--- src/icache_pkg.sv ---
// Instruction cache shared definitions
// Geometry, the two views of an address and the port bundles
`default_nettype none

package icache_pkg;

  // ==============================
  // Geometry
  // ==============================
  localparam int ADDR_BITS      = 32;
  localparam int DATA_BITS      = 32;
  localparam int WORDS_PER_LINE = 4;
  localparam int WORD_BITS      = 2;
  localparam int BYTE_BITS      = 2;
  localparam int INDEX_BITS     = 6;
  localparam int LINES          = 64;
  localparam int TAG_BITS       = ADDR_BITS - INDEX_BITS - WORD_BITS - BYTE_BITS;
  localparam int BEAT_BITS      = 3;

  // Beat counter values for the last write and the finished refill
  localparam logic [BEAT_BITS-1:0] LAST_BEAT = BEAT_BITS'(WORDS_PER_LINE - 1);
  localparam logic [BEAT_BITS-1:0] FILL_DONE = BEAT_BITS'(WORDS_PER_LINE);

  // ==============================
  // Address views
  // ==============================
  typedef struct packed {
    logic [TAG_BITS-1:0]   tag;
    logic [INDEX_BITS-1:0] index;
    logic [WORD_BITS-1:0]  word;
    logic [BYTE_BITS-1:0]  offset;
  } addr_fields_t;

  typedef union packed {
    logic [ADDR_BITS-1:0] raw;
    addr_fields_t         fields;
  } icache_addr_u;

  // ==============================
  // Bundles
  // ==============================
  typedef struct packed {
    logic         req;
    icache_addr_u addr;
  } core_req_t;

  // Line address, word and byte bits always zero
  typedef struct packed {
    logic                 req;
    logic [ADDR_BITS-1:0] addr;
  } mem_req_t;

  typedef struct packed {
    logic                 valid;
    logic [DATA_BITS-1:0] data;
  } mem_rsp_t;

  typedef enum logic [1:0] {
    IDLE,
    CHK,
    REFILL
  } icache_state_t;

  // One refill beat broadcast to all word banks
  typedef struct packed {
    logic [WORDS_PER_LINE-1:0] wen;
    logic [INDEX_BITS-1:0]     index;
    logic [DATA_BITS-1:0]      data;
  } bank_wr_t;

endpackage

`default_nettype wire
--- src/icache_word_bank.sv ---
// Instruction cache word bank
// Holds one word position of every line, written by its own refill beat
`timescale 1ns/1ps
`default_nettype none

module icache_word_bank #(
  parameter int BANK = 0
) (
  input  logic                                clk,
  input  logic [icache_pkg::INDEX_BITS-1:0]   index,
  input  logic                                rd,
  input  icache_pkg::bank_wr_t                wr,
  output logic [icache_pkg::DATA_BITS-1:0]    rdata
);

  logic [icache_pkg::DATA_BITS-1:0] mem [icache_pkg::LINES];

  always_ff @(posedge clk) begin
    if (wr.wen[BANK]) begin
      mem[wr.index] <= wr.data;
    end
  end

  always_ff @(posedge clk) begin
    if (rd) begin
      rdata <= mem[index];
    end
  end

endmodule

`default_nettype wire

--- config.mk ---
export PLATFORM = sky130hd
export DESIGN_NAME = icache_word_bank
export DESIGN_NICKNAME = d
export VERILOG_FILES = /design/src/icache_pkg.sv /design/src/icache_word_bank.sv
export SDC_FILE = /design/constraint.sdc
export NUM_CORES = 2
export LEC_CHECK = 0
export BUFFER_PORTS_ARGS = -buffer_cell sky130_fd_sc_hd__buf_4
export CORE_ASPECT_RATIO = 0.7
export CORE_UTILIZATION = 52
export DETAILED_ROUTE_END_ITERATION = 6
export PLACE_DENSITY = 0.71
export SYNTH_ARGS = -nofsm -noshare
export SYNTH_HDL_FRONTEND = slang
export SYNTH_SLANG_ARGS = --single-unit
--- constraint.sdc ---
create_clock -name clk -period 5.28 [get_ports clk]
set_input_delay 0.792 -clock clk [delete_from_list [all_inputs] [get_ports clk]]
set_output_delay 0.792 -clock clk [all_outputs]
set_load 0.01 [all_outputs]
## Yosys cells after proc, flatten, opt, wreduce, memory -nomap -nowiden

Memories as Yosys holds them, arrays and structs flattened. A register that Yosys moved wholly into a read port is not among the register bits.
Cells that the tools add are included.
Widths: inputs -> output; s select.

| storage, ports and cells | value |
|---|---|
| register bits | 0 |
| bits in latches | 0 |
| RAM bits | 2,048 |
| bits in read-only memories | 0 |
| input port bits | 50 |
| output and inout port bits | 32 |
| word-level logic and storage cells | 3 |
| memories kept | 1 |

| cells by class | value |
|---|---|
| add/subtract/negate cells | 0 |
| multipliers | 0 |
| divide/modulo/power cells | 0 |
| magnitude comparators | 0 |
| equal/unequal tests | 0 |
| shift-type cells | 0 |
| multiplexer cells | 2 |
| bitwise operators | 0 |
| reduce and logical (&&, ||, !) cells | 0 |

Memory list:

| memory | depth | width | read ports | clocked after memory_dff | wr ports | RTL line | source |
|---|---|---|---|---|---|---|---|
| mem | 64 | 32 | 1 | 1 | 1 | icache_word_bank.sv:16 | `logic [icache_pkg::DATA_BITS-1:0] mem [icache_pkg::LINES];` |

Operator list:

| cell | count |
|---|---|
| $mux 1 | 2 |

## Longest topological paths before layout

| logic depth | value |
|---|---|
| depth in word-level cells | 2 |
| gate-level depth with buffers | 10 |
| depth with buffers taken out | 5 |

## Worst setup path before layout

No wires, ideal clock.

| path | value |
|---|---|
| path type | in2reg |
| from | input port wr[35] in the netlist's numbering |
| to | memory mem[48][0] in the netlist's numbering, enable pin |
| library setup time | 461 ps |
| data arrival time | 3,491 ps |
| required time | 4,819 ps |
| setup slack | 1,328 ps |
| stages | 4 |
| path buffers | 1 |
| path through | clkbuf_1 nor2b_1 nand4b_1 nor3_1 |

RTL lines:

| what | RTL line | source |
|---|---|---|
| from (decl) | icache_word_bank.sv:12 | `input icache_pkg::bank_wr_t wr,` |
| to (decl) | icache_word_bank.sv:16 |  |

No word-level cell before the write port.

==> metrics.md <==
| Metric | Value |
|---|---|
| Status | `complete, no violations` |
| Worst Setup End Kind | `flip-flop` |
| Relative slew slack | `0.252` |
| VDD IR max | `around 0.00038 V` |
| Mean post-synth cell area | `approximately 24 um2` |
| Number of standard cells after synthesis | `around 3,300` |
| Gr ovfl total | `0` |
| Worst Hold Launch | `rd` |
| Netlist Area Pre-Place | `78,800 um2` |
| Total negative setup slack | `0 ns` |
| Required time of the worst setup path | `approximately 5.8 ns` |
| Static Leakage | `27.2 nW` |
| Die width | `around 470 um` |
| Detailed-route vias per instance | `around 6.5` |
| IO Port Bufs | `78` |
| RSZ-0062 raised after global routing | `no` |
| Reg power frac | `0.564` |
| Part of the power in combinational logic | `0.054` |
| Clk sink count | `approximately 2,100` |
| First drt pass iteration count | `6` |
| # rows | `119` |
| Register clock-pin slew on the reported worst setup and hold paths | `0.06 ns` |
| Antenna violations before repair | `16` |
| Top layer reached by signal wires | `met5` |
| Actual transition at the worst max-transition pin | `~1.1 ns` |
| Largest clock skew in the final design | `between 0.02 and 0.03 ns` |
| Launching instance or port of the critical path | `index[0]` |
| Drt drc | `0` |
| Placer congestion estimate | `between 0.9 and 1` |
| Total setup buffers inserted after CTS | `0` |
| Top flip-flop cell by instance count after synthesis | `edfxtp_1` |
| Area of the die | `around 150,000 um2` |
| Final slew viol count | `0` |
| Deepest clock path buffer count | `3` |
| Worst skew pair latency | `0.81 ns` |
| Cell-by-cell trace of the critical path | `buf_8 -> buf_4 -> mux4_2 -> o221ai_1 -> a21oi_1 -> a21oi_1 -> nor2_1` |
| Final worst-path setup slack | `approximately 1.9 ns` |
| Die span in y | `328 um` |
| Synth warnings | `0` |
| Category of the worst setup path launch point | `primary input` |
| Number of enable flip-flop cells after synthesis | `around 2,100` |
| Vias | `roughly 37,000` |
| Final Instance Count excl. Fillers | `between 5,000 and 6,000` |
| Total length of routed met2 wires | `~86,000 um` |
| Detailed-routing wirelength on met1 | `around 77,000 um` |
| Detail Route Antenna Nets | `0` |
| Proportion of synthesized chip area in sequential cells | `0.792` |
| Top Family by Delay on Critical Path | `compound AO/OA/AOI/OAI gates` |
| Total wire length after detailed routing | `between 150,000 and 200,000 um` |
| Number of buffers created by CTS | `~180` |
| CP Data Arrival Time | `about 4 ns` |
| Via count of the first global-routing pass | `36,400` |
| Class of the most critical setup path | `in -> reg` |
| Number of cells in the design after placement | `5,353` |
| Starting density of the core | `0.524` |
| Total of flip-flops plus latches after synthesis | `approximately 2,100` |
| Final count of hold timing violations | `0` |
| Critical-path cell with the highest stage delay | `a21oi_1` |
| Layout area overhead | `11.7%` |
| Layout cell share with drive strength beyond 1 | `0.290` |
| CTS tree | `built` |
| Async set-or-reset flop fraction in the synthesized netlist | `0` |
| Global Route Usage Sum | `0.255` |
| Placement-stage worst setup slack | `1.20 ns` |
| Min-delay worst type | `in -> reg` |
| Met3 routed wirelength | `~23,000 um` |
| Power density normalized to cell area | `between 300 and 400 nW/um2` |
| Largest fanout of any net on the critical path | `67` |
| First-pass GRT wire length | `about 270,000 um` |
| Fmax | `just under 300 MHz` |
| Clock period minus final worst setup slack | `3.41 ns` |
| Synth unique cells | `33` |
| Syn Nets | `3,374` |
| Most common cell on crit path | `a21oi_1` |
| Count of hold-fix buffers inserted at cts | `0` |
| Total internal power | `around 26 mW` |
| Worst path max stage delay | `approximately 0.79 ns` |
| Crit path buffers/inverters | `2` |
| CTS H-Tree Depth | `4` |
| CTS root buffer | `clkbuf_16` |
| Detail Placement HPWL | `approximately 110,000 um` |
| Launching point of the worst reg2reg path | `mem[47][13]` |
| Sw frac | `0.213` |
| Average wire per standard cell | `33.8 um` |
| Drt initial violations | `around 5,700` |
| Clk network pwr share | `0.383` |
| Final clock period utilization by the worst path | `0.645` |
| Largest net degree at the start of global routing | `74` |
| Final setup fails | `0` |
| Net Switching | `6.94 mW` |
| Final nets | `3,587` |
| Number of I/O pins | `82` |
| Quantity of gates resized following cts | `0` |
| Total of max-cap violations | `0` |
| Area of the core region | `150,000 um2` |
==> metal layers <==
| layer | vias to the layer above | global-route usage |
|---|---|---|
| met2 | 2157 | 0.371 |
| li1 | 14700 | - |
| met5 | - | 0 |
| met4 | 2 | 0.0794 |
| met1 | 19800 | 0.381 |
| met3 | 267 | 0.0662 |
==> registers in the layout, summed over array words and instances, names as in the netlist <==
signal,count
rdata,32
mem,2048
==> power groups by stage <==
| stage | Combinational (mW) | Sequential [mW] | Clock (mW) |
|---|---|---|---|
| 2_1_floorplan | 0.890 | 18.7 | 0 |
| 3_3_place_gp | 1.69 | 18.7 | 0 |
| 3_5_place_dp | 1.72 | 18.7 | 0 |
| 4_1_cts | 1.73 | 18.4 | 12.6 |
| 5_1_grt | 1.83 | 18.4 | 13.2 |
| 6_report | 1.75 | 18.4 | 12.5 |
==> layout by cell type (no fill, tap or decap), drive strengths merged, types with 4 or more instances in the layout <==
master / count
a41o: 4
nand3: 5
a22oi: 12
bufinv: 7
and3: 4
buf: 215
nand2b: 8
clkinv: 82
mux2i: 93
edfxtp: 2080
a21oi: 62
inv: 4
o221ai: 27
nand2: 26
diode: 6
nor2b: 15
clkbuf: 223
nand3b: 5
o32ai: 4
nor3: 7
nor2: 137
o22ai: 84
or3b: 5
mux4: 544
a311oi: 8
==> layout make-up <==
class                      count  area, um2
multi-input combinational   1062      16000
clock buffer                 223       4730
sequential                  2080      62500
antenna                        6       15.0
clock inverter                94        684
timing repair buffer         215       1740
tap                         1996       2500
fill                       10400      62300
==> Yosys cell counts (all sizes together) (2+ instances only) <==
library cell	number	area, um2
nand3	5	25.0
a21oi	62	310
o221ai	27	236
buf	108	608
mux4	544	12300
nand4	2	12.5
a22oi	12	90.1
o32ai	4	35.0
clkbuf	74	278
or3	3	18.8
nor2b	15	93.8
o22ai	84	526
or2	3	18.8
nand2b	8	50.1
nand3b	5	37.5
nor3	7	35.0
a311oi	8	70.1
and3	4	25.0
a41o	4	40.0
and2	2	12.5
nor2	137	514
or3b	5	43.8
mux2i	93	931
edfxtp	2080	62500
nand2	26	97.6
==> worst register-to-register path, stage by stage (launching register included) <==
cell,delay (ns)
edfxtp_1,0.36
mux4_2,0.48
mux2i_1,0.29
a21oi_1,0.27
a21oi_1,0.79
nor2_1,0.20
==> stage by stage <==
step	utilization	hold slack (ns)	instance area, um2	power, mW
after floorplan	-	0.750	78800	19.6
after global placement	0.550	0.782	82700	20.4
after detailed placement	0.550	0.785	82700	20.4
after CTS	0.586	0.430	88100	32.6
after global routing	0.586	0.456	88100	33.4
final	0.586	0.474	88100	32.6
==> path summary, 6_finish.rpt <==
check                            endpoint  slack [ns]  depth (start not counted)
worst max-delay path            rdata[13]        1.87                          7
worst min-delay path            rdata[10]        0.47                          1
worst max register to register  rdata[13]        2.60                          5
worst min register to register   rdata[4]        0.78                          4
==> kinds of logic after synthesis <==
kind of cell / share of synthesized area
AOI/OAI and AO/OA: 0.0167
and+or+nand+nor: 0.0126
buffers and inverters: 0.0112
muxes: 0.167
DFF: 0.792
Power figures use the tool's default switching activity.
