## config.mk

```make
export PLATFORM = sky130hd
export DESIGN_NAME = icache_ctrl
export DESIGN_NICKNAME = d
export VERILOG_FILES = /design/src/icache_pkg.sv /design/src/icache_ctrl.sv
export SDC_FILE = /design/constraint.sdc
export NUM_CORES = 1
export LEC_CHECK = 0
export BUFFER_PORTS_ARGS = -buffer_cell sky130_fd_sc_hd__buf_2
export CAP_MARGIN = 20
export CORE_UTILIZATION = 53
export DETAILED_ROUTE_END_ITERATION = 10
export GPL_ROUTABILITY_DRIVEN = 0
export PLACE_DENSITY = 0.95
export SYNTH_ARGS = -nofsm -noshare
export SYNTH_HDL_FRONTEND = slang
export SYNTH_SLANG_ARGS = --single-unit
```

## constraint.sdc

```tcl
create_clock -name clk -period 4.8 [get_ports clk]
set_clock_uncertainty 0.2 [all_clocks]
set_input_delay 0.48 -clock clk [delete_from_list [all_inputs] [get_ports clk]]
set_output_delay 0.48 -clock clk [all_outputs]
set_load 0.02 [all_outputs]
```

## src/icache_pkg.sv

```systemverilog
// Instruction cache shared definitions
// Geometry, the two views of an address and the port bundles
`default_nettype none

package icache_pkg;

  // ==============================
  // Geometry
  // ==============================
  localparam int ADDR_BITS      = 32;
  localparam int DATA_BITS      = 32;
  localparam int WORDS_PER_LINE = 4;
  localparam int WORD_BITS      = 2;
  localparam int BYTE_BITS      = 2;
  localparam int INDEX_BITS     = 6;
  localparam int LINES          = 64;
  localparam int TAG_BITS       = ADDR_BITS - INDEX_BITS - WORD_BITS - BYTE_BITS;
  localparam int BEAT_BITS      = 3;

  // Beat counter values for the last write and the finished refill
  localparam logic [BEAT_BITS-1:0] LAST_BEAT = BEAT_BITS'(WORDS_PER_LINE - 1);
  localparam logic [BEAT_BITS-1:0] FILL_DONE = BEAT_BITS'(WORDS_PER_LINE);

  // ==============================
  // Address views
  // ==============================
  typedef struct packed {
    logic [TAG_BITS-1:0]   tag;
    logic [INDEX_BITS-1:0] index;
    logic [WORD_BITS-1:0]  word;
    logic [BYTE_BITS-1:0]  offset;
  } addr_fields_t;

  typedef union packed {
    logic [ADDR_BITS-1:0] raw;
    addr_fields_t         fields;
  } icache_addr_u;

  // ==============================
  // Bundles
  // ==============================
  typedef struct packed {
    logic         req;
    icache_addr_u addr;
  } core_req_t;

  // Line address, word and byte bits always zero
  typedef struct packed {
    logic                 req;
    logic [ADDR_BITS-1:0] addr;
  } mem_req_t;

  typedef struct packed {
    logic                 valid;
    logic [DATA_BITS-1:0] data;
  } mem_rsp_t;

  typedef enum logic [1:0] {
    IDLE,
    CHK,
    REFILL
  } icache_state_t;

  // One refill beat broadcast to all word banks
  typedef struct packed {
    logic [WORDS_PER_LINE-1:0] wen;
    logic [INDEX_BITS-1:0]     index;
    logic [DATA_BITS-1:0]      data;
  } bank_wr_t;

endpackage

`default_nettype wire
```

## src/icache_ctrl.sv

```systemverilog
// Instruction cache controller
// Runs the IDLE/CHK/REFILL FSM, holds the valid bits and the captured request,
// and steers refill beats into the tag array and word banks
`timescale 1ns/1ps
`default_nettype none

module icache_ctrl (
  input  logic                                   clk,
  input  logic                                   rstn,
  input  icache_pkg::core_req_t                  core,
  output icache_pkg::mem_req_t                   mem_req_o,
  input  icache_pkg::mem_rsp_t                   mem_rsp,
  input  logic [icache_pkg::TAG_BITS-1:0]        tag_rd,
  output logic [icache_pkg::INDEX_BITS-1:0]      lookup_index,
  output logic                                   lookup_rd,
  output logic                                   tag_wr,
  output logic [icache_pkg::TAG_BITS-1:0]        tag_wdata,
  output icache_pkg::bank_wr_t                   bank_wr,
  output icache_pkg::icache_state_t              state,
  output logic [icache_pkg::WORD_BITS-1:0]       word_sel,
  output logic                                   hit,
  output logic [icache_pkg::BEAT_BITS-1:0]       beat
);

  icache_pkg::icache_state_t        state_d;
  icache_pkg::icache_addr_u         req_addr;
  icache_pkg::icache_addr_u         line_addr;
  logic [icache_pkg::LINES-1:0]     valid;
  logic [icache_pkg::BEAT_BITS-1:0] beat_cnt;
  logic                             beat_in;
  logic                             last_beat;
  logic                             req_q;

  assign beat_in   = (state == icache_pkg::REFILL) && mem_rsp.valid;
  assign last_beat = beat_in && (beat_cnt == icache_pkg::LAST_BEAT);

  // ==============================
  // Lookup and compare
  // ==============================
  // New address while idle, captured one afterwards
  assign lookup_index = (state == icache_pkg::IDLE) ? core.addr.fields.index
                                                     : req_addr.fields.index;
  assign lookup_rd    = (state == icache_pkg::IDLE) && core.req;

  assign hit      = (state == icache_pkg::CHK) && (tag_rd == req_addr.fields.tag);
  assign word_sel = req_addr.fields.word;

  always_ff @(posedge clk or negedge rstn) begin
    if (!rstn) begin
      req_addr <= '0;
    end else if (lookup_rd) begin
      req_addr <= core.addr;
    end
  end

  // ==============================
  // FSM
  // ==============================
  always_comb begin
    state_d = state;
    case (state)
      icache_pkg::IDLE: begin
        if (core.req) begin
          // Invalid line goes straight to refill
          state_d = valid[core.addr.fields.index] ? icache_pkg::CHK : icache_pkg::REFILL;
        end
      end
      icache_pkg::CHK: begin
        state_d = hit ? icache_pkg::IDLE : icache_pkg::REFILL;
      end
      icache_pkg::REFILL: begin
        if (last_beat) begin
          state_d = icache_pkg::IDLE;
        end
      end
      default: begin
        state_d = icache_pkg::IDLE;
      end
    endcase
  end

  always_ff @(posedge clk or negedge rstn) begin
    if (!rstn) begin
      state <= icache_pkg::IDLE;
      req_q <= 1'b0;
    end else begin
      state <= state_d;
      // Pulse on the first refill cycle only
      req_q <= (state != icache_pkg::REFILL) && (state_d == icache_pkg::REFILL);
    end
  end

  // ==============================
  // Refill
  // ==============================
  always_ff @(posedge clk or negedge rstn) begin
    if (!rstn) begin
      beat_cnt <= '0;
      valid    <= '0;
    end else if (last_beat) begin
      beat_cnt                     <= '0;
      valid[req_addr.fields.index] <= 1'b1;
    end else if (beat_in) begin
      beat_cnt <= beat_cnt + 1'b1;
    end
  end

  // Tag goes in with the first beat
  assign tag_wr    = beat_in && (beat_cnt == '0);
  assign tag_wdata = req_addr.fields.tag;

  always_comb begin
    bank_wr       = '0;
    bank_wr.index = req_addr.fields.index;
    bank_wr.data  = mem_rsp.data;
    if (beat_in) begin
      bank_wr.wen[beat_cnt[icache_pkg::WORD_BITS-1:0]] = 1'b1;
    end
  end

  // Numbered 1..4 while a beat is on the bus, zero otherwise
  assign beat = beat_in ? beat_cnt + 1'b1 : '0;

  always_comb begin
    line_addr               = req_addr;
    line_addr.fields.word   = '0;
    line_addr.fields.offset = '0;
  end

  assign mem_req_o.req  = req_q;
  assign mem_req_o.addr = line_addr.raw;

endmodule

`default_nettype wire

```

Yosys cells after proc, flatten, opt, wreduce, memory -nomap -nowiden
Cells that the tools add are included.
{"block": "word_totals", "elab_cells": 45, "output_inout_bits": 113, "reg_bits": 102, "inputBits": 90}
{"block": "classes", "addsub": 1, "muxes": 16, "eq_ne": 6, "bitwise": 1, "order_cmp": 5, "reduce_logical": 11}
{"operator": "bitwise OR 64 bit", "n": 1}
{"operator": "== test 22 bit", "n": 1}
{"operator": "less-than comparator 6 x 7 -> 1 bit (second input constant)", "n": 2}
{"operator": "two-way mux 3 bit", "n": 3}
{"operator": "logical AND 1 bit", "n": 8}
{"operator": "two-way mux 2 bit", "n": 4}
{"operator": "binary-select mux 1 bit (select 6 bit)", "n": 1}
{"operator": "demux 1 bit (select 6 bit)", "n": 1}
{"operator": "greater-or-equal comparator 6 x 1 -> 1 bit (second input constant)", "n": 1}
{"operator": "two-way mux 6 bit", "n": 1}
{"operator": "case mux 2 bit (3 select lines)", "n": 1}
{"operator": "== test 2 bit (second input constant)", "n": 2}
{"operator": "two-way mux 4 bit", "n": 1}
{"operator": "adder 3 x 1 -> 3 bit (second input constant)", "n": 1}
{"operator": "== test 3 x 2 -> 1 bit (second input constant)", "n": 1}
{"operator": "logical NOT 3 bit", "n": 1}
{"operator": "less-than comparator 2 x 3 -> 1 bit (second input constant)", "n": 1}
{"operator": "two-way mux 1 bit", "n": 3}
{"operator": "demux 1 bit (select 2 bit)", "n": 1}
{"operator": "== test 2 x 1 -> 1 bit (second input constant)", "n": 1}
{"operator": "greater-or-equal comparator 2 x 1 -> 1 bit (second input constant)", "n": 1}
{"operator": "logical NOT 2 bit", "n": 1}
{"operator": "!= test 2 bit (second input constant)", "n": 1}
{"operator": "nonzero test 2 bit", "n": 1}

Depth between registers and ports, before layout
{"block": "logic_depth", "ltp_word": 7, "depth_mapped": 8, "depth_no_buf": 6}

Worst setup path before layout
Ideal clock, no wire load.
{"block": "synth_timing", "kind": "register -> output", "from": "reg req_addr[27] (netlist bit)", "to": "out hit", "path_buffers": 0, "stages_incl_launch_ff": 6, "required_time_ps": 4120, "setup_slack_ps": 2442, "arrival_time_ps": 1678, "cell_sequence": "dfrtp_1 > xnor2_1 > nand4_1 > nor4_1 > nand4_1 > nor3b_1"}
{"block": "synth_between", "elab_chain_len": 2}
{"element": "from (decl)", "line": "icache_ctrl.sv:26", "rtl": "icache_pkg::icache_addr_u req_addr;"}
{"element": "from (signal assigned)", "line": "icache_ctrl.sv:52", "rtl": "req_addr <= core.addr;"}
{"element": "== test 22 bit", "line": "icache_ctrl.sv:45", "rtl": "assign hit = (state == icache_pkg::CHK) && (tag_rd == req_addr.fields.tag);"}
{"element": "logical AND 1 bit", "line": "icache_ctrl.sv:45"}
{"element": "to (decl)", "line": "icache_ctrl.sv:21", "rtl": "output logic hit,"}
No other way between the ends.

Worst setup path in the final report
{"block": "layout_timing", "from": "reg state[1]", "to": "out lookup_rd"}
{"block": "layout_between", "elab_chain_len": 2}
{"element": "from (decl)", "line": "icache_ctrl.sv:19", "rtl": "output icache_pkg::icache_state_t state,"}
{"element": "from (signal assigned)", "line": "icache_ctrl.sv:84", "rtl": "state <= icache_pkg::IDLE;"}
{"element": "from (signal assigned)", "line": "icache_ctrl.sv:87", "rtl": "state <= state_d;"}
{"element": "logical NOT 2 bit", "line": "icache_ctrl.sv:43", "rtl": "assign lookup_rd = (state == icache_pkg::IDLE) && core.req;"}
{"element": "logical AND 1 bit", "line": "icache_ctrl.sv:43"}
{"element": "to (decl)", "line": "icache_ctrl.sv:15", "rtl": "output logic lookup_rd,"}
No other way between the ends.

==> results.toml <==
[layout]
layout-drive-gt1-share_pct = 29.0
multi_input_area_um2 = 2140
fillCellCount = 735
diodes = 0
nets = 661
seq_area_um2 = 2500
syn_to_final_growth_pct = 8.67

[global_routing]
grt-ovfl-total = 0
grt_max_degree = 52
grt_pass1_wl_mm = 19.5
grt_usage_pct = 25.2
grt_pass1_vias = 3809
antenna_found_initial = 0

[logic_synthesis]
synth_top_area_share_pct = 47.8
netlist_instances = 502
yosys.cell_types.count = 46
synth_area_um2 = 5240
yosys_warnings = 0
avgSynthCellArea_um2 = 10.4
synth_flop_cell = "dfrtp_1"
yosysTopAreaCell = "dfrtp_1"
ys_ff_latch = 100
synth_edf_count = 0
ys_top_cells_by_area = "dfrtp_1 (48%), buf_4 (9.6%), nand2_1 (7.2%)"
seq_area_frac_synth_pct = 47.8
synthArstFlopShare_pct = 100
synthTopCellsByCount = "dfrtp_1 (100), nand2_1 (100), buf_4 (67), a21o_1 (32), o21bai_1 (32)"

[timing]
fin_worst_hold_slack_ns = 0.0942
max_slew_margin_pct = 39.3
period_share_pct = 73.0
setup_viol = 0
setup-tns-final_ns = 0
clock.fmax_ghz = 0.285
slew_violations = 0
finalHoldViolCount = 0
fin_crit_ns = 3.50
rsz0062_at_grt = "false"
tightestPinTransition_ns = 0.910

[min_path]
holdCritPathClass = "in -> reg"
hold_path_depth = 3
hold_start = "core[12]"
min_to = "req_addr[12]"

[power]
worst_ir_drop_vdd_v = 0.000294
power_frac_seq_pct = 42.0
switchingPower_w = 0.00143
power.density_nw_per_um2 = 570
p_leak_nw = 3.21
p_comb_share_pct = 42.3
clock_power_share_pct = 15.7
sw_frac_of_total_pct = 44.0
intPower_w = 0.00182

[critical_path]
critical_path.top_delay_family = "buffers and inverters"
timing.rr.start = "state[1]"
slowest_delay_ns = 0.70
ff2ff_path_depth = 6
cp-start-kind = "flop"
timing.rr.end = "req_addr[25]"
crit_chain = "nor2_1 > nand2_1 > buf_4 > inv_1 > buf_2"
cp_slowest_cell = "inv_1"
cp.arrival_ns = 2.82
crit_type = "reg -> out"
required_ns = 4.12
worst-path-max-fanout = 34
r2r_slack_ns = 2.16
crit_buf_inv = 3
cp-end-kind = "output pin"

[clocking]
cts_root_buf = "clkbuf_8"
htree_num_levels = 3
cts_sinks = 100
numCtsBuffers = 9
cts_buffer_depth = 2
clk_pin_slew_worst_paths_ns = 0.09
clock_latency_ns = 0.37
cts_tree = "built"

[routing]
drtIter0Drc = 266
wl_mm = 12.4
routedWlPerCell_um = 17.8
dr.pass1.iters = 5
drc = 0
num_vias = 3888
via_per_inst = 5.57
postRouteAntennaNets = 0

[floorplan]
ios = 203
row_count = 35
die_w_um = 101
fp.dieArea_um2 = 10300
start_util_pct = 55.7
coreArea_um2 = 9420
die_y_um = 101

[status]
status = "complete, no violations"

[placement]
port_buffers = 132
dpl.hpwl_mm = 8.90

[run]
drv_cap = 0
[cell type report]
cell class / count / share of cell area (%)
sequential: 100 / 43.9
tap: 129 / 2.83
clock inverter: 4 / 0.923
multi-input combinational: 314 / 37.6
clock buffer: 10 / 2.24
timing repair buffer: 136 / 12.2
inverter: 5 / 0.330
[kinds of logic after synthesis]
group | after synthesis | synth area share, %
AO/OA/AOI/OAI | 87 | 12.5
XOR/XNOR | 22 | 3.68
adder cells (fa/ha/maj) | 5 | 1.19
buffers and inverters | 91 | 11.7
flip-flops | 100 | 47.8
multiplexers | 34 | 8.38
other | 1 | 0.0716
AND/OR/NAND/NOR | 162 | 14.8
[registers in the layout, indices dropped and copies added (netlist names)]
signal,cells
valid,64
req_q,1
beat_cnt,3
req_addr,30
state,2
[how the worst max path moves through the flow]
stage | end | depth (start not counted) | slack [ns] | from
floorplan | hit | 5 | 2.44 | req_addr[27]
global placement | lookup_rd | 5 | 1.82 | state[0]
detailed placement | lookup_rd | 5 | 1.79 | state[1]
CTS | lookup_rd | 5 | 1.32 | state[1]
global route | lookup_rd | 5 | 1.07 | state[1]
finish | lookup_rd | 5 | 1.30 | state[1]
[layer usage]
| layer | wire, um | GRT usage [%] | vias up |
|---|---|---|---|
| met2 | 6170 | 39.3 | 138 |
| met1 | 5240 | 33.5 | 1960 |
| met3 | 692 | 5.94 | 37 |
| met5 | 0 | 0 | - |
| met4 | 341 | 12.0 | 0 |
| li1 | - | - | 1753 |
[power by group through the flow]
stage                     sequential [W]  combinational, W  clock (W)
after global routing             0.00140           0.00150   0.000542
after floorplan                  0.00140           0.00101          0
after CTS                        0.00135           0.00138   0.000514
final                            0.00137           0.00137   0.000510
after detailed placement         0.00137           0.00137          0
after global placement           0.00135           0.00133          0
[worst register-to-register path, delay by kind of cell, from the launching register on]
kind / cells / cell delay (ns)
simple gates: 4 / 0.95
flops: 1 / 0.45
buf+inv: 2 / 0.98
[stage by stage]
| stage | utilization (%) | total power [W] | cells | area [um2] | setup slack (ns) |
|---|---|---|---|---|---|
| finish | 60.5 | 0.00325 | 698 | 5690 | 1.30 |
| CTS | 60.4 | 0.00325 | 697 | 5690 | 1.32 |
| detailed placement | 58.4 | 0.00274 | 682 | 5500 | 1.79 |
| global placement | 58.4 | 0.00268 | 682 | 5500 | 1.82 |
| floorplan | - | 0.00242 | 505 | 5250 | 2.44 |
| global route | 60.5 | 0.00344 | 698 | 5690 | 1.07 |
[layout by cell type (no fill, tap or decap), drive strengths merged, types with 2 or more instances in the layout]
cell / count
a22oi: 4
nand3b: 9
inv: 5
nand4: 5
or3: 3
mux4: 6
clkinvlp: 3
a21o: 32
conb: 4
and3: 4
nor2: 10
nor3: 2
a22o: 2
o211ai: 2
nor4: 2
mux2i: 21
xnor2: 18
nor2b: 3
buf: 134
a21oi: 4
ha: 5
nand3: 2
dfrtp: 100
o21bai: 32
xor2: 4
and3b: 3
o21ai: 6
nand2b: 2
nor3b: 5
clkbuf: 11
or3b: 2
and2: 8
nand2: 100
mux2: 7
[what timing repair did]
action                    in CTS  in global routing
hold endpoints to repair      49                  0
setup buffers                  0                  0
resized for setup              0                  0
hold buffers                   1                  0
Note: power is estimated with default switching activity, not from simulation.
