$ cat src/icache_pkg.sv
// Instruction cache shared definitions
// Geometry, the two views of an address and the port bundles
`default_nettype none

package icache_pkg;

  // ==============================
  // Geometry
  // ==============================
  localparam int ADDR_BITS      = 32;
  localparam int DATA_BITS      = 32;
  localparam int WORDS_PER_LINE = 4;
  localparam int WORD_BITS      = 2;
  localparam int BYTE_BITS      = 2;
  localparam int INDEX_BITS     = 6;
  localparam int LINES          = 64;
  localparam int TAG_BITS       = ADDR_BITS - INDEX_BITS - WORD_BITS - BYTE_BITS;
  localparam int BEAT_BITS      = 3;

  // Beat counter values for the last write and the finished refill
  localparam logic [BEAT_BITS-1:0] LAST_BEAT = BEAT_BITS'(WORDS_PER_LINE - 1);
  localparam logic [BEAT_BITS-1:0] FILL_DONE = BEAT_BITS'(WORDS_PER_LINE);

  // ==============================
  // Address views
  // ==============================
  typedef struct packed {
    logic [TAG_BITS-1:0]   tag;
    logic [INDEX_BITS-1:0] index;
    logic [WORD_BITS-1:0]  word;
    logic [BYTE_BITS-1:0]  offset;
  } addr_fields_t;

  typedef union packed {
    logic [ADDR_BITS-1:0] raw;
    addr_fields_t         fields;
  } icache_addr_u;

  // ==============================
  // Bundles
  // ==============================
  typedef struct packed {
    logic         req;
    icache_addr_u addr;
  } core_req_t;

  // Line address, word and byte bits always zero
  typedef struct packed {
    logic                 req;
    logic [ADDR_BITS-1:0] addr;
  } mem_req_t;

  typedef struct packed {
    logic                 valid;
    logic [DATA_BITS-1:0] data;
  } mem_rsp_t;

  typedef enum logic [1:0] {
    IDLE,
    CHK,
    REFILL
  } icache_state_t;

  // One refill beat broadcast to all word banks
  typedef struct packed {
    logic [WORDS_PER_LINE-1:0] wen;
    logic [INDEX_BITS-1:0]     index;
    logic [DATA_BITS-1:0]      data;
  } bank_wr_t;

endpackage

`default_nettype wire
$ cat src/icache_read_path.sv
// Instruction cache read path
// Picks the answer from the banks on a hit or from the refill beats on a miss,
// registers core_out and keeps the access, hit and miss counters
`timescale 1ns/1ps
`default_nettype none

module icache_read_path (
  input  logic                                                     clk,
  input  logic                                                     rstn,
  input  icache_pkg::icache_state_t                                state,
  input  logic [icache_pkg::WORD_BITS-1:0]                         word_sel,
  input  logic                                                     hit,
  input  logic [icache_pkg::BEAT_BITS-1:0]                         beat,
  input  logic [icache_pkg::DATA_BITS-1:0]                         beat_data,
  input  logic [icache_pkg::WORDS_PER_LINE-1:0][icache_pkg::DATA_BITS-1:0] bank_rdata,
  input  icache_pkg::core_req_t                                    core,
  output logic [icache_pkg::DATA_BITS-1:0]                         core_out,
  output logic [icache_pkg::DATA_BITS-1:0]                         access_count,
  output logic [icache_pkg::DATA_BITS-1:0]                         hit_count,
  output logic [icache_pkg::DATA_BITS-1:0]                         miss_count
);

  logic [icache_pkg::DATA_BITS-1:0] fill_word;
  logic                             fill_take;
  logic                             fill_done;

  // Beats are numbered from one, word offsets from zero
  assign fill_take = (state == icache_pkg::REFILL) && (beat == {1'b0, word_sel} + 1'b1);
  assign fill_done = (state == icache_pkg::REFILL) && (beat == icache_pkg::FILL_DONE);

  always_ff @(posedge clk) begin
    if (fill_take) begin
      fill_word <= beat_data;
    end
  end

  always_ff @(posedge clk or negedge rstn) begin
    if (!rstn) begin
      core_out <= '0;
    end else if (hit) begin
      core_out <= bank_rdata[word_sel];
    end else if (fill_done) begin
      // Requested word may be the last beat itself
      core_out <= fill_take ? beat_data : fill_word;
    end
  end

  // ==============================
  // Performance counters
  // ==============================
  always_ff @(posedge clk or negedge rstn) begin
    if (!rstn) begin
      access_count <= '0;
      hit_count    <= '0;
      miss_count   <= '0;
    end else begin
      if ((state == icache_pkg::IDLE) && core.req) begin
        access_count <= access_count + 1'b1;
      end
      if (hit) begin
        hit_count <= hit_count + 1'b1;
      end
      if (fill_done) begin
        miss_count <= miss_count + 1'b1;
      end
    end
  end

endmodule

`default_nettype wire

$ cat config.mk
export PLATFORM = sky130hd
export DESIGN_NAME = icache_read_path
export DESIGN_NICKNAME = d
export VERILOG_FILES = /design/src/icache_pkg.sv /design/src/icache_read_path.sv
export SDC_FILE = /design/constraint.sdc
export NUM_CORES = 1
export LEC_CHECK = 0
export ABC_CLOCK_PERIOD_IN_PS = 2200
export BUFFER_PORTS_ARGS = -buffer_cell sky130_fd_sc_hd__buf_2
export CAP_MARGIN = 20
export CELL_PAD_IN_SITES_DETAIL_PLACEMENT = 1
export CELL_PAD_IN_SITES_GLOBAL_PLACEMENT = 2
export CORE_MARGIN = 2
export CORE_UTILIZATION = 30
export CTS_CLUSTER_DIAMETER = 80
export DETAILED_ROUTE_END_ITERATION = 8
export PLACE_DENSITY_LB_ADDON = 0.2
export REMOVE_ABC_BUFFERS = 1
export SYNTH_ARGS = -nofsm -noshare
export SYNTH_HDL_FRONTEND = slang
export SYNTH_SLANG_ARGS = --single-unit
$ cat constraint.sdc
create_clock -name clk -period 2.2 [get_ports clk]
set_input_delay 0.22 -clock clk [delete_from_list [all_inputs] [get_ports clk]]
set_output_delay 0.22 -clock clk [all_outputs]
set_load 0.02 [all_outputs]
; ---- Word level (Yosys, flattened, before mapping)
; Index checks and enable logic that the tools add are counted.
[totals]
rom_bits = 0
latchBits = 0
out_inout_bits = 128
ramBits = 0
mem_count = 0
inputBits = 203
elab_cells = 23
ff_bits = 160
[op_classes]
n_reduce_logical = 5
mul = 0
n_shift = 0
addsub = 4
bitwise_logic = 0
magnitude_cmp = 1
n_mux = 5
div = 0
n_eq_ne = 3
[op_table]
columns = op, n
row1 = 32-bit 2-to-1 mux, 4
row2 = 32-bit by 1-bit adder with 32-bit output (second input constant), 3
row3 = 32-bit binary-select mux with 2-bit select, 1
row4 = 2-bit by 1-bit adder with 3-bit output (second input constant), 1
row5 = 3-bit == test, 1
row6 = 3-bit == test (second input constant), 1
row7 = 1-bit logical AND, 3
row8 = 2-bit by 3-bit less-than comparator with 1-bit output (second input constant), 1
row9 = 2-bit == test (second input constant), 1
row10 = 2-bit zero test, 1
row11 = 2-bit nonzero test, 1

; ---- Logic depth before layout (Yosys ltp)
; Gate-level depths: netlist (run 1).
[logic_depth]
ltp_word = 6
mapped_depth = 6
ltp_nobuf = 5

; ---- Least setup slack after synthesis (run 1)
; Ideal clock, no wire load.
[synth_timing]
kind = flip-flop to flip-flop
from = register access_count[3] (netlist name)
to = register access_count[27] (netlist name)
t_required_ps = 2120
setup_slack_ps = 312
setup_time_ps = 80
path_buffers = 1
period_less_slack_ps = 1888
arrival_ps = 1808
path_stages_with_launch = 6
path_cell_list = dfrtp_1 > nand4_4 > or4_4 > buf_6 > nor4_2 > xor2_1
[synth_via]
elab_chain_cells = 1
[synth_rtl]
columns = element, line
row1 = from (decl), icache_read_path.sv:18  ; output logic [icache_pkg::DATA_BITS-1:0] access_count,
row2 = from (signal assigned), icache_read_path.sv:58  ; access_count <= access_count + 1'b1;
row3 = 32-bit by 1-bit adder with 32-bit output, icache_read_path.sv:58
; Every way passes these cells.
; A chain may end at the register's enable or synchronous reset.

; ---- Worst setup path after layout (run 1)
[layout_timing]
from = register miss_count[9] (netlist name)
to = register miss_count[24] (netlist name)
[layout_via]
elab_chain_cells = 1
[layout_rtl]
columns = element, line
row1 = from (decl), icache_read_path.sv:20  ; output logic [icache_pkg::DATA_BITS-1:0] miss_count
row2 = from (signal assigned), icache_read_path.sv:64  ; miss_count <= miss_count + 1'b1;
row3 = 32-bit by 1-bit adder with 32-bit output, icache_read_path.sv:64
; Every way passes these cells.

==> results_dict.tcl, run 1 <==
set metrics [dict create \
    outcome "finished, final reports clean" \
    cts_num_sinks 160 \
    combinationalPowerShare 0.201 \
    timing.setup.critical_path_class "flip-flop to flip-flop" \
    relSlewSlack 0.626 \
    rsz0062_at_grt "no" \
    post_drt_wl_per_cell_um 19.5 \
    power.leakage_nw 5.08 \
    gr-total-overflow 0 \
    final_util 0.410 \
    initial_utilization 0.305 \
    worst-r2r-setup-slack_ns 0.31 \
    num-nets-final 1130 \
    dp_hpwl_um 18600 \
    cts-resized-gates 0 \
    fin_setup_tns_ns 0 \
    power.share.clock 0.367 \
    synth_most_common_cell "dfrtp_1" \
    synthCells 615 \
    synth-warning-count 0 \
    min_path_type "input pin to flip-flop" \
    worst_clock_skew_ns 0.0105 \
    horizontal_die_dimension_um 164 \
    syn_area_sq_um 7680 \
    drt.antenna.violating_nets 0 \
    grt_pass1_wl_um 39200 \
    via_per_instance_ratio 4.98 \
    synthMuxAreaShare 0.145 \
    dr_total_vias 6299 \
    synthArstFlopShare 0.800 \
    drt_pass1_iterations 4 \
    postSynthRegisterBits 160 \
    clk_root_buffer_cell "clkbuf_16" \
    worst-slew-pin-transition_ns 0.561 \
    critPathSlowestCell "or4_1" \
    drc 0 \
    die_height_um 164 \
    clock_insertion_delay_worst_skew_ns 0.42 \
    wl_um 24600 \
    synth_compound_area_frac 0.0736 \
    finalPower_mw 8.46 \
    setup_viol 0 \
    clkSlewWorstSetupHoldPaths_ns 0.07 \
    psw_mw 2.42 \
    critical_path.startpoint_type "flip-flop" \
    synth_xor_xnor_area_share 0.109 \
    worstPathArrival_ns 2.22 \
    finalHoldViolCount 0 \
    setup_ws_ns 0.311 \
    grt_max_degree 54 \
    timing.final.crit_period_ns 1.89 \
    worstSetupEndpointType "flip-flop" \
    finish.cell_count_without_fillers 1265 \
    dpl_cell_area_sq_um 9700 \
    design.die.area_sq_um 26900 \
    crit_required_ns 2.54 \
    ys_top_cells_by_area "dfrtp_1 (42%), mux4_2 (9.4%), dfxtp_1 (8.3%)" \
    flow.area_growth_from_synthesis_pct 34.3 \
    cellPowerDensity_nw_per_um2 820 \
    synth-edff-count 0 \
    groute.usage.overall 0.191 \
    cts.path.max_buffers 2 \
    top_post_synthesis_cells_by_count "dfrtp_1 (128), xnor2_1 (53), xor2_1 (43), mux2_2 (35)" \
    clock_tree_from_tritoncts "yes" \
    seq_area_frac_synth 0.500 \
    synth_area_leader_cell "dfrtp_1" \
    fmax_ghz 0.529 \
    drtIter0Drc 271 \
    number_of_global_route_vias_before_repair 6947 \
    cts.htree.levels 4 \
    core_region_area_sq_um 25200 \
    final_min_period_over_clock_period 0.859 \
    largest_family_of_logic_cells_by_synthesized_area "multiplexers" \
    crit_path_max_incr_delay_ns 0.70 \
    synth_simple_gate_area_share 0.141 \
    whs_ns 0.0460 \
    fraction_of_final_layout_cells_sized_beyond_drive_strength_1 0.492 \
    path_max_fanout 9 \
    worstPathCellList "nand4_1, or4_1, nor3_1, xor2_1" \
    synthDominantCellAreaShare 0.417 \
    cap_violations 0 \
    synthFlopType "dfrtp_1" \
    cts_inserted_buffers 17 \
    buffer_ports.inserted 298 \
    synth_cell_type_count 36 \
    synth_adder_area_share 0.00651 \
    number_of_diodes_added_for_antenna_fixing 0 \
    antenna_violations_before_repair 3 \
    rows 58 \
    placed_cells_incl_taps 1233 \
    final_cell_area_sq_um 10300 \
    vdd_ir_drop_max_v 0.000431 \
    slew_violations 0 \
    power_switching_share 0.286 \
    pre_cts_ws_ns 0.240 \
    place_congestion 0.736 \
    design.portCount 331 \
    syn_avg_cell_area_sq_um 12.5 \
    p_seq_frac 0.432 \
    intPower_mw 6.04 \
]
-- power by group through the flow --
stage	clock network (mW)	registers, mW	logic (mW)
floorplan	0	3.92	0.715
global placement	0	3.70	1.69
detailed placement	0	3.71	1.72
CTS	3.21	3.66	1.73
global route	3.33	3.72	1.86
finish	3.11	3.65	1.70
-- routing by layer --
layer / up-vias / part of all wire / track usage
met5: - / 0.0015 / 0
li1: 2923 / - / -
met3: 21 / 0.066 / 0.0598
met1: 3157 / 0.41 / 0.228
met2: 192 / 0.51 / 0.335
met4: 6 / 0.014 / 0.0443
-- cells by family (layout without fill, tap and decap cells) --
logic type | after synthesis | after routing
compound gates | 65 | 65
xor+xnor | 96 | 96
fa+ha+maj | 4 | 4
buf+inv | 44 | 364
flops | 160 | 160
mux | 67 | 67
simple gates | 179 | 179
-- cell usage in the layout, fill, tap and decap left out, drive strengths merged, types with 4 or more instances in the layout --
cell,Yosys,routed
and2,7,7
and4,10,10
nand4,33,33
nand3,30,30
xnor2,53,53
a22o,32,32
ha,4,4
dfxtp,32,32
nor2,14,14
nor4,11,11
clkinvlp,0,4
clkbuf,21,20
mux2,35,35
xor2,43,43
and3,17,17
a31o,32,32
dfrtp,128,128
nand2,25,25
mux4,32,32
inv,13,15
buf,10,319
nor4b,4,4
nor3,20,20
-- sequential cells by signal, indices dropped and copies added, names as in the netlist --
signal        flops
access_count     32
miss_count       32
hit_count        32
core_out         32
fill_word        32
-- final cells by class --
type | count | area (sq um)
sequential | 160 | 3840
tap | 330 | 413
inverter | 13 | 48.8
clock inverter | 11 | 155
timing repair buffer | 320 | 1730
clock buffer | 20 | 457
multi-input combinational | 411 | 3670
fill | 2854 | 14900
-- repair_timing --
action,CTS,global route
setup endpoints to repair,0,0
hold buffers,1,0
hold endpoints to repair,50,0
buffers inserted,0,0
-- critical path: cells and delay by family, from the launching register on --
family / cells / cell delay, ns
flops: 1 / 0.45
simple gates: 3 / 1.18
xor+xnor: 1 / 0.18
-- final timing paths --
| kind | from | cells past startpoint | to |
|---|---|---|---|
| hold reg to reg | miss_count[31]$_DFFE_PN0P_ | 1 | miss_count[31]$_DFFE_PN0P_ |
| setup / recovery | miss_count[9]$_DFFE_PN0P_ | 4 | miss_count[24]$_DFFE_PN0P_ |
| hold / removal | beat_data[9] | 2 | fill_word[9]$_DFF_P_ |
| max in group asynchronous | rstn | 3 | hit_count[0]$_DFFE_PN0P_ |
| setup reg to reg | miss_count[9]$_DFFE_PN0P_ | 4 | miss_count[24]$_DFFE_PN0P_ |
| min in group asynchronous | rstn | 2 | access_count[31]$_DFFE_PN0P_ |
Power figures use the tool's default switching activity.
==> run 2: changes to the inputs <==
--- a/config.mk
+++ b/config.mk
@@ -17,4 +17,5 @@
 export PLACE_DENSITY_LB_ADDON = 0.2
 export REMOVE_ABC_BUFFERS = 1
+export SETUP_SLACK_MARGIN = 0.5
 export SYNTH_ARGS = -nofsm -noshare
 export SYNTH_HDL_FRONTEND = slang
==> constraint.sdc (replaced) <==
create_clock -name clk -period 2.2 [get_ports clk]
set_input_delay 0.11 -clock clk [delete_from_list [all_inputs] [get_ports clk]]
set_output_delay 0.11 -clock clk [all_outputs]
set_load 0.02 [all_outputs]
==> results_dict.tcl, run 2 (synthesis results as in run 1) <==
set metrics [dict create \
    fraction_of_final_layout_cells_sized_beyond_drive_strength_1 0.517 \
    cts_inserted_buffers 17 \
    path_max_fanout 9 \
    layout_common_cells "buf_2 (297), dfrtp_1 (112), xnor2_1 (53), buf_4 (45), xor2_1 (43)" \
    worst-r2r-setup-slack_ns 0.52 \
    rr_worst_depth 4 \
    worstPathCellList "nand4_1, or4_4, nor3_1, xor2_1" \
    fin_setup_tns_ns 0 \
    design.die.area_sq_um 26900 \
    gr-total-overflow 0 \
    vdd_ir_drop_max_v 0.000406 \
    reg2reg_from "miss_count[19]$_DFFE_PN0P_" \
    core_region_area_sq_um 25200 \
    num-nets-final 1190 \
    clock_insertion_delay_worst_skew_ns 0.42 \
    outcome "finished, final reports clean" \
    final_min_period_over_clock_period 0.765 \
    clkSlewWorstSetupHoldPaths_ns 0.07 \
    finish.cell_count_without_fillers 1327 \
    number_of_global_route_vias_before_repair 7176 \
    die_height_um 164 \
    power.leakage_nw 5.39 \
    horizontal_die_dimension_um 164 \
    grt_pass1_wl_um 39000 \
    design.portCount 331 \
    worstPathArrival_ns 2.03 \
    rows 58 \
    dp_hpwl_um 18500 \
    post_drt_wl_per_cell_um 18.9 \
    cap_violations 0 \
    pre_cts_ws_ns 0.327 \
    worst-slew-pin-transition_ns 1.07 \
    setup_ws_ns 0.518 \
    dr_total_vias 6603 \
    cellPowerDensity_nw_per_um2 763 \
    place_congestion 0.733 \
    final_cell_area_sq_um 10900 \
    critical_path.startpoint_type "flip-flop" \
    fmax_ghz 0.594 \
    relSlewSlack 0.284 \
    slew_violations 0 \
    finalHoldViolCount 0 \
    worst_r2r_endpoint "miss_count[24]$_DFFE_PN0P_" \
    whs_ns 0.0579 \
    antenna_violations_before_repair 2 \
    buffer_ports.inserted 298 \
    rsz0062_at_grt "yes" \
    placed_cells_incl_taps 1234 \
    final_util 0.434 \
    wl_um 25100 \
    worst_hold_path_cell_count 2 \
    min_path_type "input pin to flip-flop" \
    flow.area_growth_from_synthesis_pct 42.1 \
    worst_clock_skew_ns 0.0146 \
    finalPower_mw 8.33 \
    groute.usage.overall 0.189 \
    drtIter0Drc 234 \
    dpl_cell_area_sq_um 9680 \
    cts.path.max_buffers 2 \
    worstSetupEndpointType "flip-flop" \
    timing.setup.critical_path_class "flip-flop to flip-flop" \
    final_common_cell "buf_2" \
    cts.htree.levels 4 \
    timing.final.crit_period_ns 1.68 \
    drt_pass1_iterations 4 \
    clock_tree_from_tritoncts "yes" \
    critPathSlowestCell "or4_4" \
    crit_path_max_incr_delay_ns 0.64 \
    setup_viol 0 \
    crit_required_ns 2.54 \
    grt_max_degree 48 \
    hold_path_startpoint "hit" \
    drc 0 \
    via_per_instance_ratio 4.98 \
    cts_num_sinks 160 \
    initial_utilization 0.305 \
    drt.antenna.violating_nets 0 \
    clk_root_buffer_cell "clkbuf_16" \
    timing.hold.worst_endpoint "hit_count[0]$_DFFE_PN0P_" \
]
[run 2: cell types whose count changed in the layout (fill, tap and decap cells not counted), moves of 4 or more]
cell and delta:
buf_4 +29, dfrtp_1 -16, dfrtp_2 +16, dlygate4sd3_1 +32
nor3_1 -5, nor3_2 +4, nor4_4 +4
[run 2: how the worst max path moves through the flow]
| stage | to | startpoint | depth (start not counted) |
|---|---|---|---|
| finish | miss_count[24]$_DFFE_PN0P_ | miss_count[19]$_DFFE_PN0P_ | 4 |
| global route | miss_count[25]$_DFFE_PN0P_ | miss_count[19]$_DFFE_PN0P_ | 4 |
| CTS | miss_count[31]$_DFFE_PN0P_ | miss_count[8]$_DFFE_PN0P_ | 4 |
| detailed placement | miss_count[31]$_DFFE_PN0P_ | miss_count[9]$_DFFE_PN0P_ | 4 |
| global placement | miss_count[31]$_DFFE_PN0P_ | miss_count[9]$_DFFE_PN0P_ | 4 |
| floorplan | core_out[0]$_DFFE_PN0P_ | word_sel[0] | 5 |
[run 2: metal layers]
layer | global-route usage | up-vias | wire length (um)
met4 | 0.0634 | 2 | 483
met3 | 0.0492 | 23 | 1480
met5 | 0 | - | 7
met2 | 0.334 | 196 | 13000
li1 | - | 3040 | -
met1 | 0.224 | 3342 | 10100
[run 2: area by class of cell]
cell class | count | area (sq um)
diodes | 1 | 2.50
clock buffers | 19 | 443
clock inverters | 13 | 128
fillers | 2799 | 14300
inverters | 13 | 48.8
multi-input cells | 411 | 3780
flip-flops and latches | 160 | 3860
well taps | 330 | 413
repair buffers | 380 | 2240
[run 2: repair_timing]
item	in CTS	in global routing
endpoints found under the setup margin	21	40
endpoints found under the hold margin	74	0
buffers inserted	11	16
pin swaps	4	13
hold buffers	33	0
gates resized for setup	12	23
[run 2: power by group]
part           total, mW  switching, mW  internal [mW]
combinational       1.78          0.917          0.862
sequential          3.66          0.272           3.39
clock               2.89           1.28           1.61
[run 2: worst max-delay path: cells and delay by family (launching register included)]
| kind | cells | cell delay, ns |
|---|---|---|
| AND/OR/NAND/NOR | 3 | 1.04 |
| flip-flops | 1 | 0.41 |
| XOR/XNOR | 1 | 0.16 |
